File: src/verilog/fix_pkg.sv
// ~~~~~~~~~~~~~~~~~~~~
// shared types and constants of the FIX session engine
// sequence numbers and tag values hold at most three digits (999)
// msg type decoding looks at single-character MsgType values only
// ~~~~~~~~~~~~~~~~~~~~
package fix_pkg;

	typedef logic [7:0]  fix_byte_t;	// one stream byte
	typedef logic [13:0] fix_tag_t;		// decimal tag number
	typedef logic [9:0]  fix_seq_t;		// sequence number, up to 999
	typedef logic [7:0]  fix_sum_t;		// checksum mod 256
	typedef logic [2:0]  fix_credit_t;	// output credits

	typedef enum logic [2:0] {
		MSG_HEARTBEAT,				// '0'
		MSG_TEST_REQ,				// '1'
		MSG_LOGOUT,				// '5'
		MSG_LOGON,				// 'A'
		MSG_OTHER
	} fix_msg_t;

	localparam fix_byte_t   SOH          = 8'h01;
	localparam fix_tag_t    TAG_MSG_TYPE = 14'd35;
	localparam fix_tag_t    TAG_SEQ_NUM  = 14'd34;
	localparam fix_tag_t    TAG_CHECKSUM = 14'd10;
	localparam fix_credit_t OUT_CREDITS  = 3'd4;
	localparam int          REPLY_BYTES  = 19;

	// MsgType character to enum
	function automatic fix_msg_t msg_from_char(input fix_byte_t c);
		case (c)
			8'h30:   return MSG_HEARTBEAT;
			8'h31:   return MSG_TEST_REQ;
			8'h35:   return MSG_LOGOUT;
			8'h41:   return MSG_LOGON;
			default: return MSG_OTHER;
		endcase
	endfunction

	function automatic fix_byte_t msg_to_char(input fix_msg_t t);
		case (t)
			MSG_HEARTBEAT: return 8'h30;
			MSG_TEST_REQ:  return 8'h31;
			MSG_LOGOUT:    return 8'h35;
			MSG_LOGON:     return 8'h41;
			default:       return 8'h3f;	// '?' never sent
		endcase
	endfunction

endpackage

File: src/verilog/fix_parser.sv
// ~~~~~~~~~~~~~~~~~~~~
// tag=value decoder for the incoming FIX stream, no back-pressure
// values longer than three digits wrap and give wrong results
// the summary is valid for one cycle after the SOH closing tag 10
// ~~~~~~~~~~~~~~~~~~~~
module fix_parser (
	input  logic               clk,
	input  logic               rst_n_i,
	input  fix_pkg::fix_byte_t in_byte_i,
	input  logic               in_valid_i,
	output logic               msg_done_o,
	output fix_pkg::fix_msg_t  msg_type_o,
	output fix_pkg::fix_seq_t  msg_seq_o,
	output logic               msg_chk_ok_o
);
	import fix_pkg::*;

	typedef enum logic {TAG, VALUE} state_t;

	state_t   state_q;
	fix_tag_t tag_q;		// tag being built or in use
	fix_seq_t val_q;		// decimal value of the field
	logic     first_q;		// next byte is the first of the value
	fix_sum_t sum_q;		// all bytes of the message so far
	fix_sum_t mark_q;		// sum up to the last closed field
	logic     is_digit;
	logic     is_soh;

	assign is_digit = (in_byte_i >= 8'h30) && (in_byte_i <= 8'h39);
	assign is_soh   = (in_byte_i == SOH);

	always_ff @(posedge clk) begin
		if (!rst_n_i) begin
			state_q      <= TAG;
			tag_q        <= '0;
			val_q        <= '0;
			first_q      <= 1'b0;
			sum_q        <= '0;
			mark_q       <= '0;
			msg_done_o   <= 1'b0;
			msg_type_o   <= MSG_OTHER;
			msg_seq_o    <= '0;
			msg_chk_ok_o <= 1'b0;
		end else begin
			msg_done_o <= 1'b0;
			if (in_valid_i) begin
				sum_q <= sum_q + in_byte_i;
				case (state_q)
					TAG: begin
						if (in_byte_i == 8'h3d) begin	// '='
							state_q <= VALUE;
							val_q   <= '0;
							first_q <= 1'b1;
						end else if (is_digit) begin
							tag_q <= tag_q * 14'd10 + {10'd0, in_byte_i[3:0]};
						end else if (is_soh) begin	// stray separator
							tag_q  <= '0;
							mark_q <= sum_q + in_byte_i;
						end
					end
					VALUE: begin
						first_q <= 1'b0;
						if (is_soh) begin
							state_q <= TAG;
							tag_q   <= '0;
							mark_q  <= sum_q + in_byte_i;
							if (tag_q == TAG_SEQ_NUM)
								msg_seq_o <= val_q;
							if (tag_q == TAG_CHECKSUM) begin
								// mark_q excludes the "10=" field itself
								msg_done_o   <= 1'b1;
								msg_chk_ok_o <= (val_q == {2'b00, mark_q});
								sum_q        <= '0;
								mark_q       <= '0;
							end
						end else begin
							if (tag_q == TAG_MSG_TYPE)
								msg_type_o <= first_q ? msg_from_char(in_byte_i)
								                      : MSG_OTHER;	// multi-char type
							if (is_digit)
								val_q <= val_q * 10'd10 + {6'd0, in_byte_i[3:0]};
						end
					end
					default: state_q <= TAG;
				endcase
			end
		end
	end

endmodule

File: src/verilog/session_manager.sv
// ~~~~~~~~~~~~~~~~~~~~
// session FSM with expected and outgoing sequence numbers
// a decision made while a reply still waits is dropped
// outgoing sequence wraps past 1023, keep sessions under 999 replies
// ~~~~~~~~~~~~~~~~~~~~
module session_manager (
	input  logic              clk,
	input  logic              rst_n_i,
	input  logic              msg_done_i,
	input  fix_pkg::fix_msg_t msg_type_i,
	input  fix_pkg::fix_seq_t msg_seq_i,
	input  logic              msg_chk_ok_i,
	input  logic              reply_ready_i,
	output logic              reply_valid_o,
	output fix_pkg::fix_msg_t reply_type_o,
	output fix_pkg::fix_seq_t reply_seq_o
);
	import fix_pkg::*;

	typedef enum logic {IDLE, ACTIVE} state_t;

	state_t   state_q, state_d;
	fix_seq_t exp_q, exp_d;		// expected incoming seq
	fix_seq_t out_seq_q;		// next outgoing seq
	logic     want_reply;
	fix_msg_t want_type;
	logic     handshake;

	assign handshake   = reply_valid_o && reply_ready_i;
	assign reply_seq_o = out_seq_q;

	always_comb begin
		state_d    = state_q;
		exp_d      = exp_q;
		want_reply = 1'b0;
		want_type  = MSG_LOGOUT;
		if (msg_done_i && msg_chk_ok_i) begin	// bad checksum ignored
			case (state_q)
				IDLE: begin
					if (msg_type_i == MSG_LOGON && msg_seq_i == 10'd1) begin
						state_d    = ACTIVE;
						exp_d      = 10'd2;
						want_reply = 1'b1;
						want_type  = MSG_LOGON;
					end
				end
				ACTIVE: begin
					if (msg_seq_i != exp_q) begin	// gap, close the session
						state_d    = IDLE;
						want_reply = 1'b1;
					end else begin
						exp_d = exp_q + 10'd1;
						if (msg_type_i == MSG_TEST_REQ) begin
							want_reply = 1'b1;
							want_type  = MSG_HEARTBEAT;
						end else if (msg_type_i == MSG_LOGOUT) begin
							state_d    = IDLE;
							want_reply = 1'b1;
						end
					end
				end
				default: state_d = IDLE;
			endcase
		end
	end

	always_ff @(posedge clk) begin
		if (!rst_n_i) begin
			state_q       <= IDLE;
			exp_q         <= 10'd1;
			out_seq_q     <= 10'd1;
			reply_valid_o <= 1'b0;
			reply_type_o  <= MSG_HEARTBEAT;
		end else begin
			state_q <= state_d;
			exp_q   <= exp_d;
			if (handshake) begin
				out_seq_q     <= out_seq_q + 10'd1;
				reply_valid_o <= 1'b0;
			end
			if (want_reply && (!reply_valid_o || handshake)) begin
				reply_valid_o <= 1'b1;
				reply_type_o  <= want_type;
			end
		end
	end

endmodule

File: src/verilog/message_builder.sv
// ~~~~~~~~~~~~~~~~~~~~
// serializes a 19 byte reply with tags 35, 34 and 10
// every byte needs a credit, one credit returns per taken byte
// ~~~~~~~~~~~~~~~~~~~~
module message_builder (
	input  logic               clk,
	input  logic               rst_n_i,
	input  logic               reply_valid_i,
	input  fix_pkg::fix_msg_t  reply_type_i,
	input  fix_pkg::fix_seq_t  reply_seq_i,
	output logic               reply_ready_o,
	input  logic               out_credit_i,
	output fix_pkg::fix_byte_t out_byte_o,
	output logic               out_valid_o,
	output logic               msg_end_o
);
	import fix_pkg::*;

	logic        busy_q;
	logic [4:0]  idx_q;		// byte index 0..18
	fix_sum_t    sum_q;		// over bytes 0..11
	fix_credit_t credit_q;
	fix_byte_t   type_chr_q;
	fix_byte_t   seq_h_q, seq_t_q, seq_u_q;	// ascii seq digits
	fix_seq_t    seq_h, seq_t, seq_u;
	fix_sum_t    chk_h, chk_t, chk_u;
	fix_byte_t   cur_byte;
	logic        send;

	function automatic fix_byte_t ascii_digit(input logic [3:0] d);
		return {4'h3, d};
	endfunction

	assign reply_ready_o = !busy_q;
	assign send          = busy_q && (credit_q != '0);

	assign seq_h = reply_seq_i / 10'd100;
	assign seq_t = (reply_seq_i / 10'd10) % 10'd10;
	assign seq_u = reply_seq_i % 10'd10;

	assign chk_h = sum_q / 8'd100;
	assign chk_t = (sum_q / 8'd10) % 8'd10;
	assign chk_u = sum_q % 8'd10;

	always_comb begin
		case (idx_q)
			5'd0, 5'd5:   cur_byte = 8'h33;	// '3'
			5'd1:         cur_byte = 8'h35;	// '5'
			5'd6:         cur_byte = 8'h34;	// '4'
			5'd2, 5'd7,
			5'd14:        cur_byte = 8'h3d;	// '='
			5'd3:         cur_byte = type_chr_q;
			5'd8:         cur_byte = seq_h_q;
			5'd9:         cur_byte = seq_t_q;
			5'd10:        cur_byte = seq_u_q;
			5'd12:        cur_byte = 8'h31;	// '1'
			5'd13:        cur_byte = 8'h30;	// '0'
			5'd15:        cur_byte = ascii_digit(chk_h[3:0]);
			5'd16:        cur_byte = ascii_digit(chk_t[3:0]);
			5'd17:        cur_byte = ascii_digit(chk_u[3:0]);
			default:      cur_byte = SOH;	// 4, 11, 18
		endcase
	end

	// request payload and output byte
	always_ff @(posedge clk) begin
		if (reply_valid_i && reply_ready_o) begin
			type_chr_q <= msg_to_char(reply_type_i);
			seq_h_q    <= ascii_digit(seq_h[3:0]);
			seq_t_q    <= ascii_digit(seq_t[3:0]);
			seq_u_q    <= ascii_digit(seq_u[3:0]);
		end
		if (send)
			out_byte_o <= cur_byte;
	end

	always_ff @(posedge clk) begin
		if (!rst_n_i) begin
			busy_q      <= 1'b0;
			idx_q       <= '0;
			sum_q       <= '0;
			credit_q    <= OUT_CREDITS;
			out_valid_o <= 1'b0;
			msg_end_o   <= 1'b0;
		end else begin
			case ({send, out_credit_i})
				2'b10:   credit_q <= credit_q - 3'd1;
				2'b01:   credit_q <= credit_q + 3'd1;
				default: credit_q <= credit_q;	// both or neither
			endcase
			out_valid_o <= send;
			msg_end_o   <= send && (idx_q == 5'(REPLY_BYTES - 1));
			if (reply_valid_i && reply_ready_o) begin
				busy_q <= 1'b1;
				idx_q  <= '0;
				sum_q  <= '0;
			end else if (send) begin
				if (idx_q < 5'd12)
					sum_q <= sum_q + cur_byte;
				if (idx_q == 5'(REPLY_BYTES - 1)) begin
					busy_q <= 1'b0;
					idx_q  <= '0;
				end else begin
					idx_q <= idx_q + 5'd1;
				end
			end
		end
	end

endmodule

File: src/verilog/fix_engine.sv
// ~~~~~~~~~~~~~~~~~~~~
// top of the FIX session engine
// input has no back-pressure, output runs on credits
// ~~~~~~~~~~~~~~~~~~~~
module fix_engine (
	input  logic               clk,
	input  logic               rst_n_i,
	input  fix_pkg::fix_byte_t in_byte_i,
	input  logic               in_valid_i,
	input  logic               out_credit_i,
	output fix_pkg::fix_byte_t out_byte_o,
	output logic               out_valid_o,
	output logic               msg_end_o
);
	import fix_pkg::*;

	logic     msg_done;
	fix_msg_t msg_type;
	fix_seq_t msg_seq;
	logic     msg_chk_ok;
	logic     reply_valid;
	logic     reply_ready;
	fix_msg_t reply_type;
	fix_seq_t reply_seq;

	fix_parser i_parser (
		.clk          (clk),
		.rst_n_i      (rst_n_i),
		.in_byte_i    (in_byte_i),
		.in_valid_i   (in_valid_i),
		.msg_done_o   (msg_done),	// to session fsm
		.msg_type_o   (msg_type),
		.msg_seq_o    (msg_seq),
		.msg_chk_ok_o (msg_chk_ok)
	);

	session_manager i_session (
		.clk           (clk),
		.rst_n_i       (rst_n_i),
		.msg_done_i    (msg_done),
		.msg_type_i    (msg_type),
		.msg_seq_i     (msg_seq),
		.msg_chk_ok_i  (msg_chk_ok),
		.reply_ready_i (reply_ready),
		.reply_valid_o (reply_valid),	// to builder
		.reply_type_o  (reply_type),
		.reply_seq_o   (reply_seq)
	);

	message_builder i_builder (
		.clk           (clk),
		.rst_n_i       (rst_n_i),
		.reply_valid_i (reply_valid),
		.reply_type_i  (reply_type),
		.reply_seq_i   (reply_seq),
		.reply_ready_o (reply_ready),
		.out_credit_i  (out_credit_i),
		.out_byte_o    (out_byte_o),
		.out_valid_o   (out_valid_o),
		.msg_end_o     (msg_end_o)
	);

endmodule

File: config.mk
export PLATFORM = sky130hd
export DESIGN_NAME = fix_engine
export DESIGN_NICKNAME = d
export VERILOG_FILES = /design/src/verilog/fix_pkg.sv /design/src/verilog/fix_parser.sv /design/src/verilog/session_manager.sv /design/src/verilog/message_builder.sv /design/src/verilog/fix_engine.sv
export SDC_FILE = /design/constraint.sdc
export NUM_CORES = 1
export LEC_CHECK = 0
export CORE_MARGIN = 2
export CORE_UTILIZATION = 25
export DETAILED_ROUTE_END_ITERATION = 16
export DONT_BUFFER_PORTS = 1
export PLACE_DENSITY = 0.48
export SLEW_MARGIN = 25
export SYNTH_ARGS = -nofsm -noshare
export SYNTH_HDL_FRONTEND = slang
export SYNTH_SLANG_ARGS = --single-unit
File: constraint.sdc
create_clock -name clk -period 4.7 [get_ports clk]
set_input_delay 0.705 -clock clk [delete_from_list [all_inputs] [get_ports clk]]
set_output_delay 0.705 -clock clk [all_outputs]
set_load 0.1 [all_outputs]
==> out/metrics.yaml <==
run_status:
  status: "completed"
cts:
  numCtsBuffers: 17
  htreeDepth: 4
  numClockSinks: 123
  clock_latency_ns: 0.42
  path_clk_slew_ns: 0.06
  root_buffer: "clkbuf_16"
  cts_buffer_depth: 2
  cts_tree: "done"
synth:
  yosysSeqAreaShare: 0.269
  ys_seq_elements: 123
  yosysWarnings: 0
  netlist_top_cells_count: "100 x dfxtp_1, 85 x a21oi_1, 84 x nor2_1"
  synth.area.mux_share: 0.0272
  synth_ff_type: "dfxtp_1"
  synthDistinctLibCells: 94
  synthAdderAreaFrac: 0.105
  syn_area_um2: 10000
  syn_avg_cell_area_um2: 8.17
  synth_compound_area_frac: 0.232
  synth_xor_area_frac: 0.0867
  synthTopCellsByArea: "dfxtp_1 20%, ha_1 8.7%, edfxtp_1 6.9%"
  async_reset_ff_frac: 0
  yosys.area_share.simple: 0.226
  synth_top_area_cell: "dfxtp_1"
  synth_cells: 1226
  synth.most_common_cell: "dfxtp_1"
  post-synth-top-area-fraction: 0.200
  synth_edf_count: 23
  synth_top_family_by_area: "compound AO/OA/AOI/OAI gates"
sta:
  relSlewSlack: 0.312
  layout_min_cycle_time_ns: 4.64
  rsz0062_at_grt: "yes"
  final-hold-violation-count: 0
  fmax_ghz: 0.215
  tightest_slew_ns: 1.03
  whs_ns: 0.355
  min_period_over_period: 0.988
  drv_slew: 0
  clock_skew_ns: 0.0145
  fin_ws_ns: 0.0580
  setup_viol: 0
setup_path:
  worstPathArrival_ns: 4.82
  cp.required_ns: 4.88
  crit_type: "register to register"
  start_kind: "register"
  crit_path_end_kind: "register"
  cp_max_fo: 10
cells_and_area:
  fin_area_um2: 12600
  nets: 1429
  drive_above_1_share: 0.214
  fin_cells: 1878
  syn_to_final_growth_pct: 26.0
  n_antenna_cell: 0
drt:
  drc: 0
  vias: 8989
  drtIter0Drc: 488
  wire_per_inst_um: 13.8
  drt.antenna.violating_nets: 0
  first_pass_iters: 5
  wirelength_mm: 26.0
  viasPerCell: 4.79
floorplan:
  die_w_um: 204
  core_area_um2: 39600
  die_h_um: 204
  rows: 73
  die_area_um2: 41700
  io_pins: 22
  start_util: 0.253
placed_design:
  dp_slack_ns: -0.260
  numPortBuffers: 0
  dp.cells: 1814
  dpl-instance-area_um2: 11400
  place_hpwl_mm: 19.2
  place.gp.congestion: 0.830
power_and_ir_drop:
  power_uw: 2530
  peakVddDrop_mv: 0.250
  power_density_nw_per_um2: 200
  leakage_uw: 0.00503
grt:
  antenna_found_initial: 1
  grt_pass1_vias: 8756
  overflow: 0
  track_usage: 0.126
  grt_first_pass_wirelength_mm: 43.8
  grt_max_degree: 82
flow_run:
  cap_violations: 0
min_path:
  hold_class: "input pin to register"
==> state kept, by name, indices dropped and copies added, names as in the netlist, 5 cells and up <==
signal	flops
i_builder.idx_q	5
i_builder.out_byte_o	6
i_builder.sum_q	8
i_builder.type_chr_q	5
i_parser.mark_q	8
i_parser.msg_seq_o	10
i_parser.sum_q	8
i_parser.tag_q	14
i_parser.val_q	10
i_session.exp_q	10
i_session.reply_seq_o	10
==> worst paths after layout <==
check                                                           start                                  to  slack [ns]  cells past startpoint
worst max-delay path            i_session.reply_seq_o[8]$_SDFFE_PN0P_      i_builder.seq_t_q[2]$_DFFE_PP_        0.06                     18
worst min-delay path                                          rst_n_i  i_builder.credit_q[2]$_SDFFE_PN1P_        0.36                      1
worst max register to register  i_session.reply_seq_o[8]$_SDFFE_PN0P_      i_builder.seq_t_q[2]$_DFFE_PP_        0.06                     18
worst min register to register         i_parser.sum_q[5]$_SDFFE_PN0P_      i_parser.sum_q[5]$_SDFFE_PN0P_        0.48                      2
==> through the flow <==
stage / setup TNS, ns / util
2_1_floorplan: 0 / -
3_3_place_gp: -0.627 / 0.288
3_5_place_dp: -1.09 / 0.288
4_1_cts: 0 / 0.308
5_1_grt: -0.808 / 0.318
6_report: 0 / 0.318
==> area by class of cell <==
| type | instances | area [um^2] |
|---|---|---|
| fillers | 4192 | 27000 |
| multi-input cells | 969 | 7130 |
| flip-flops and latches | 123 | 2720 |
| clock inverters | 14 | 155 |
| repair buffers | 159 | 1250 |
| inverters | 70 | 263 |
| clock buffers | 18 | 450 |
| well taps | 525 | 657 |
==> repair_timing <==
| item | 4_1_cts | 5_1_grt |
|---|---|---|
| buffers inserted | 14 | 18 |
| setup endpoints to repair | 7 | 9 |
| cloned | 0 | 1 |
| gates resized for setup | 30 | 67 |
| hold buffers | 0 | 0 |
| pin swaps | 15 | 27 |
==> where the power goes <==
group,internal [uW],switching (uW),total [uW]
clock network,822,516,1340
registers,1080,8.21,1090
logic,47.9,55.2,103
total,1950,580,2530
==> per-layer routing <==
metal,up-vias,global-route usage,part of all wire
li1,4656,-,-
met2,86,0.204,0.46
met3,19,0.0183,0.016
met5,-,0,0
met4,0,0.0254,0.0079
met1,4228,0.177,0.52
==> critical path: stages, from the launching register on <==
cell	delay (ns)
dfxtp_4	0.41
buf_4	0.16
xor2_4	0.15
mux2i_1	0.10
a221o_1	0.38
and2_4	0.16
o21a_1	0.19
or4_4	0.55
o21ai_4	0.15
nor2_2	0.05
ha_2	0.18
inv_2	0.07
o2111ai_4	0.14
or4_4	0.59
nand2_4	0.10
nor4_4	0.06
o41a_1	0.43
or3_4	0.35
o21a_1	0.19
==> cells in the final DEF (no fill, tap or decap), types with 23 or more instances in the layout <==
cell      count
ha_1         64
xnor2_1      59
mux2i_1      24
a22oi_1      26
nor3_1       26
xor2_1       35
dfxtp_1      89
inv_1        66
edfxtp_1     23
nand3_1      38
nor2_1       83
nor2b_1      44
o21ai_0      53
and2_1       26
nand2_1      80
buf_4       149
a21oi_1      77
==> cell families (layout without fill, tap and decap cells) <==
family,count (synthesis),in the layout
AO/OA/AOI/OAI,336,336
adder cells (fa/ha/maj),81,81
buffers and inverters,135,261
multiplexers,27,27
AND/OR/NAND/NOR,426,426
flip-flops,123,123
other,1,2
XOR/XNOR,97,97
No activity file was read; power rests on OpenSTA's default activity.
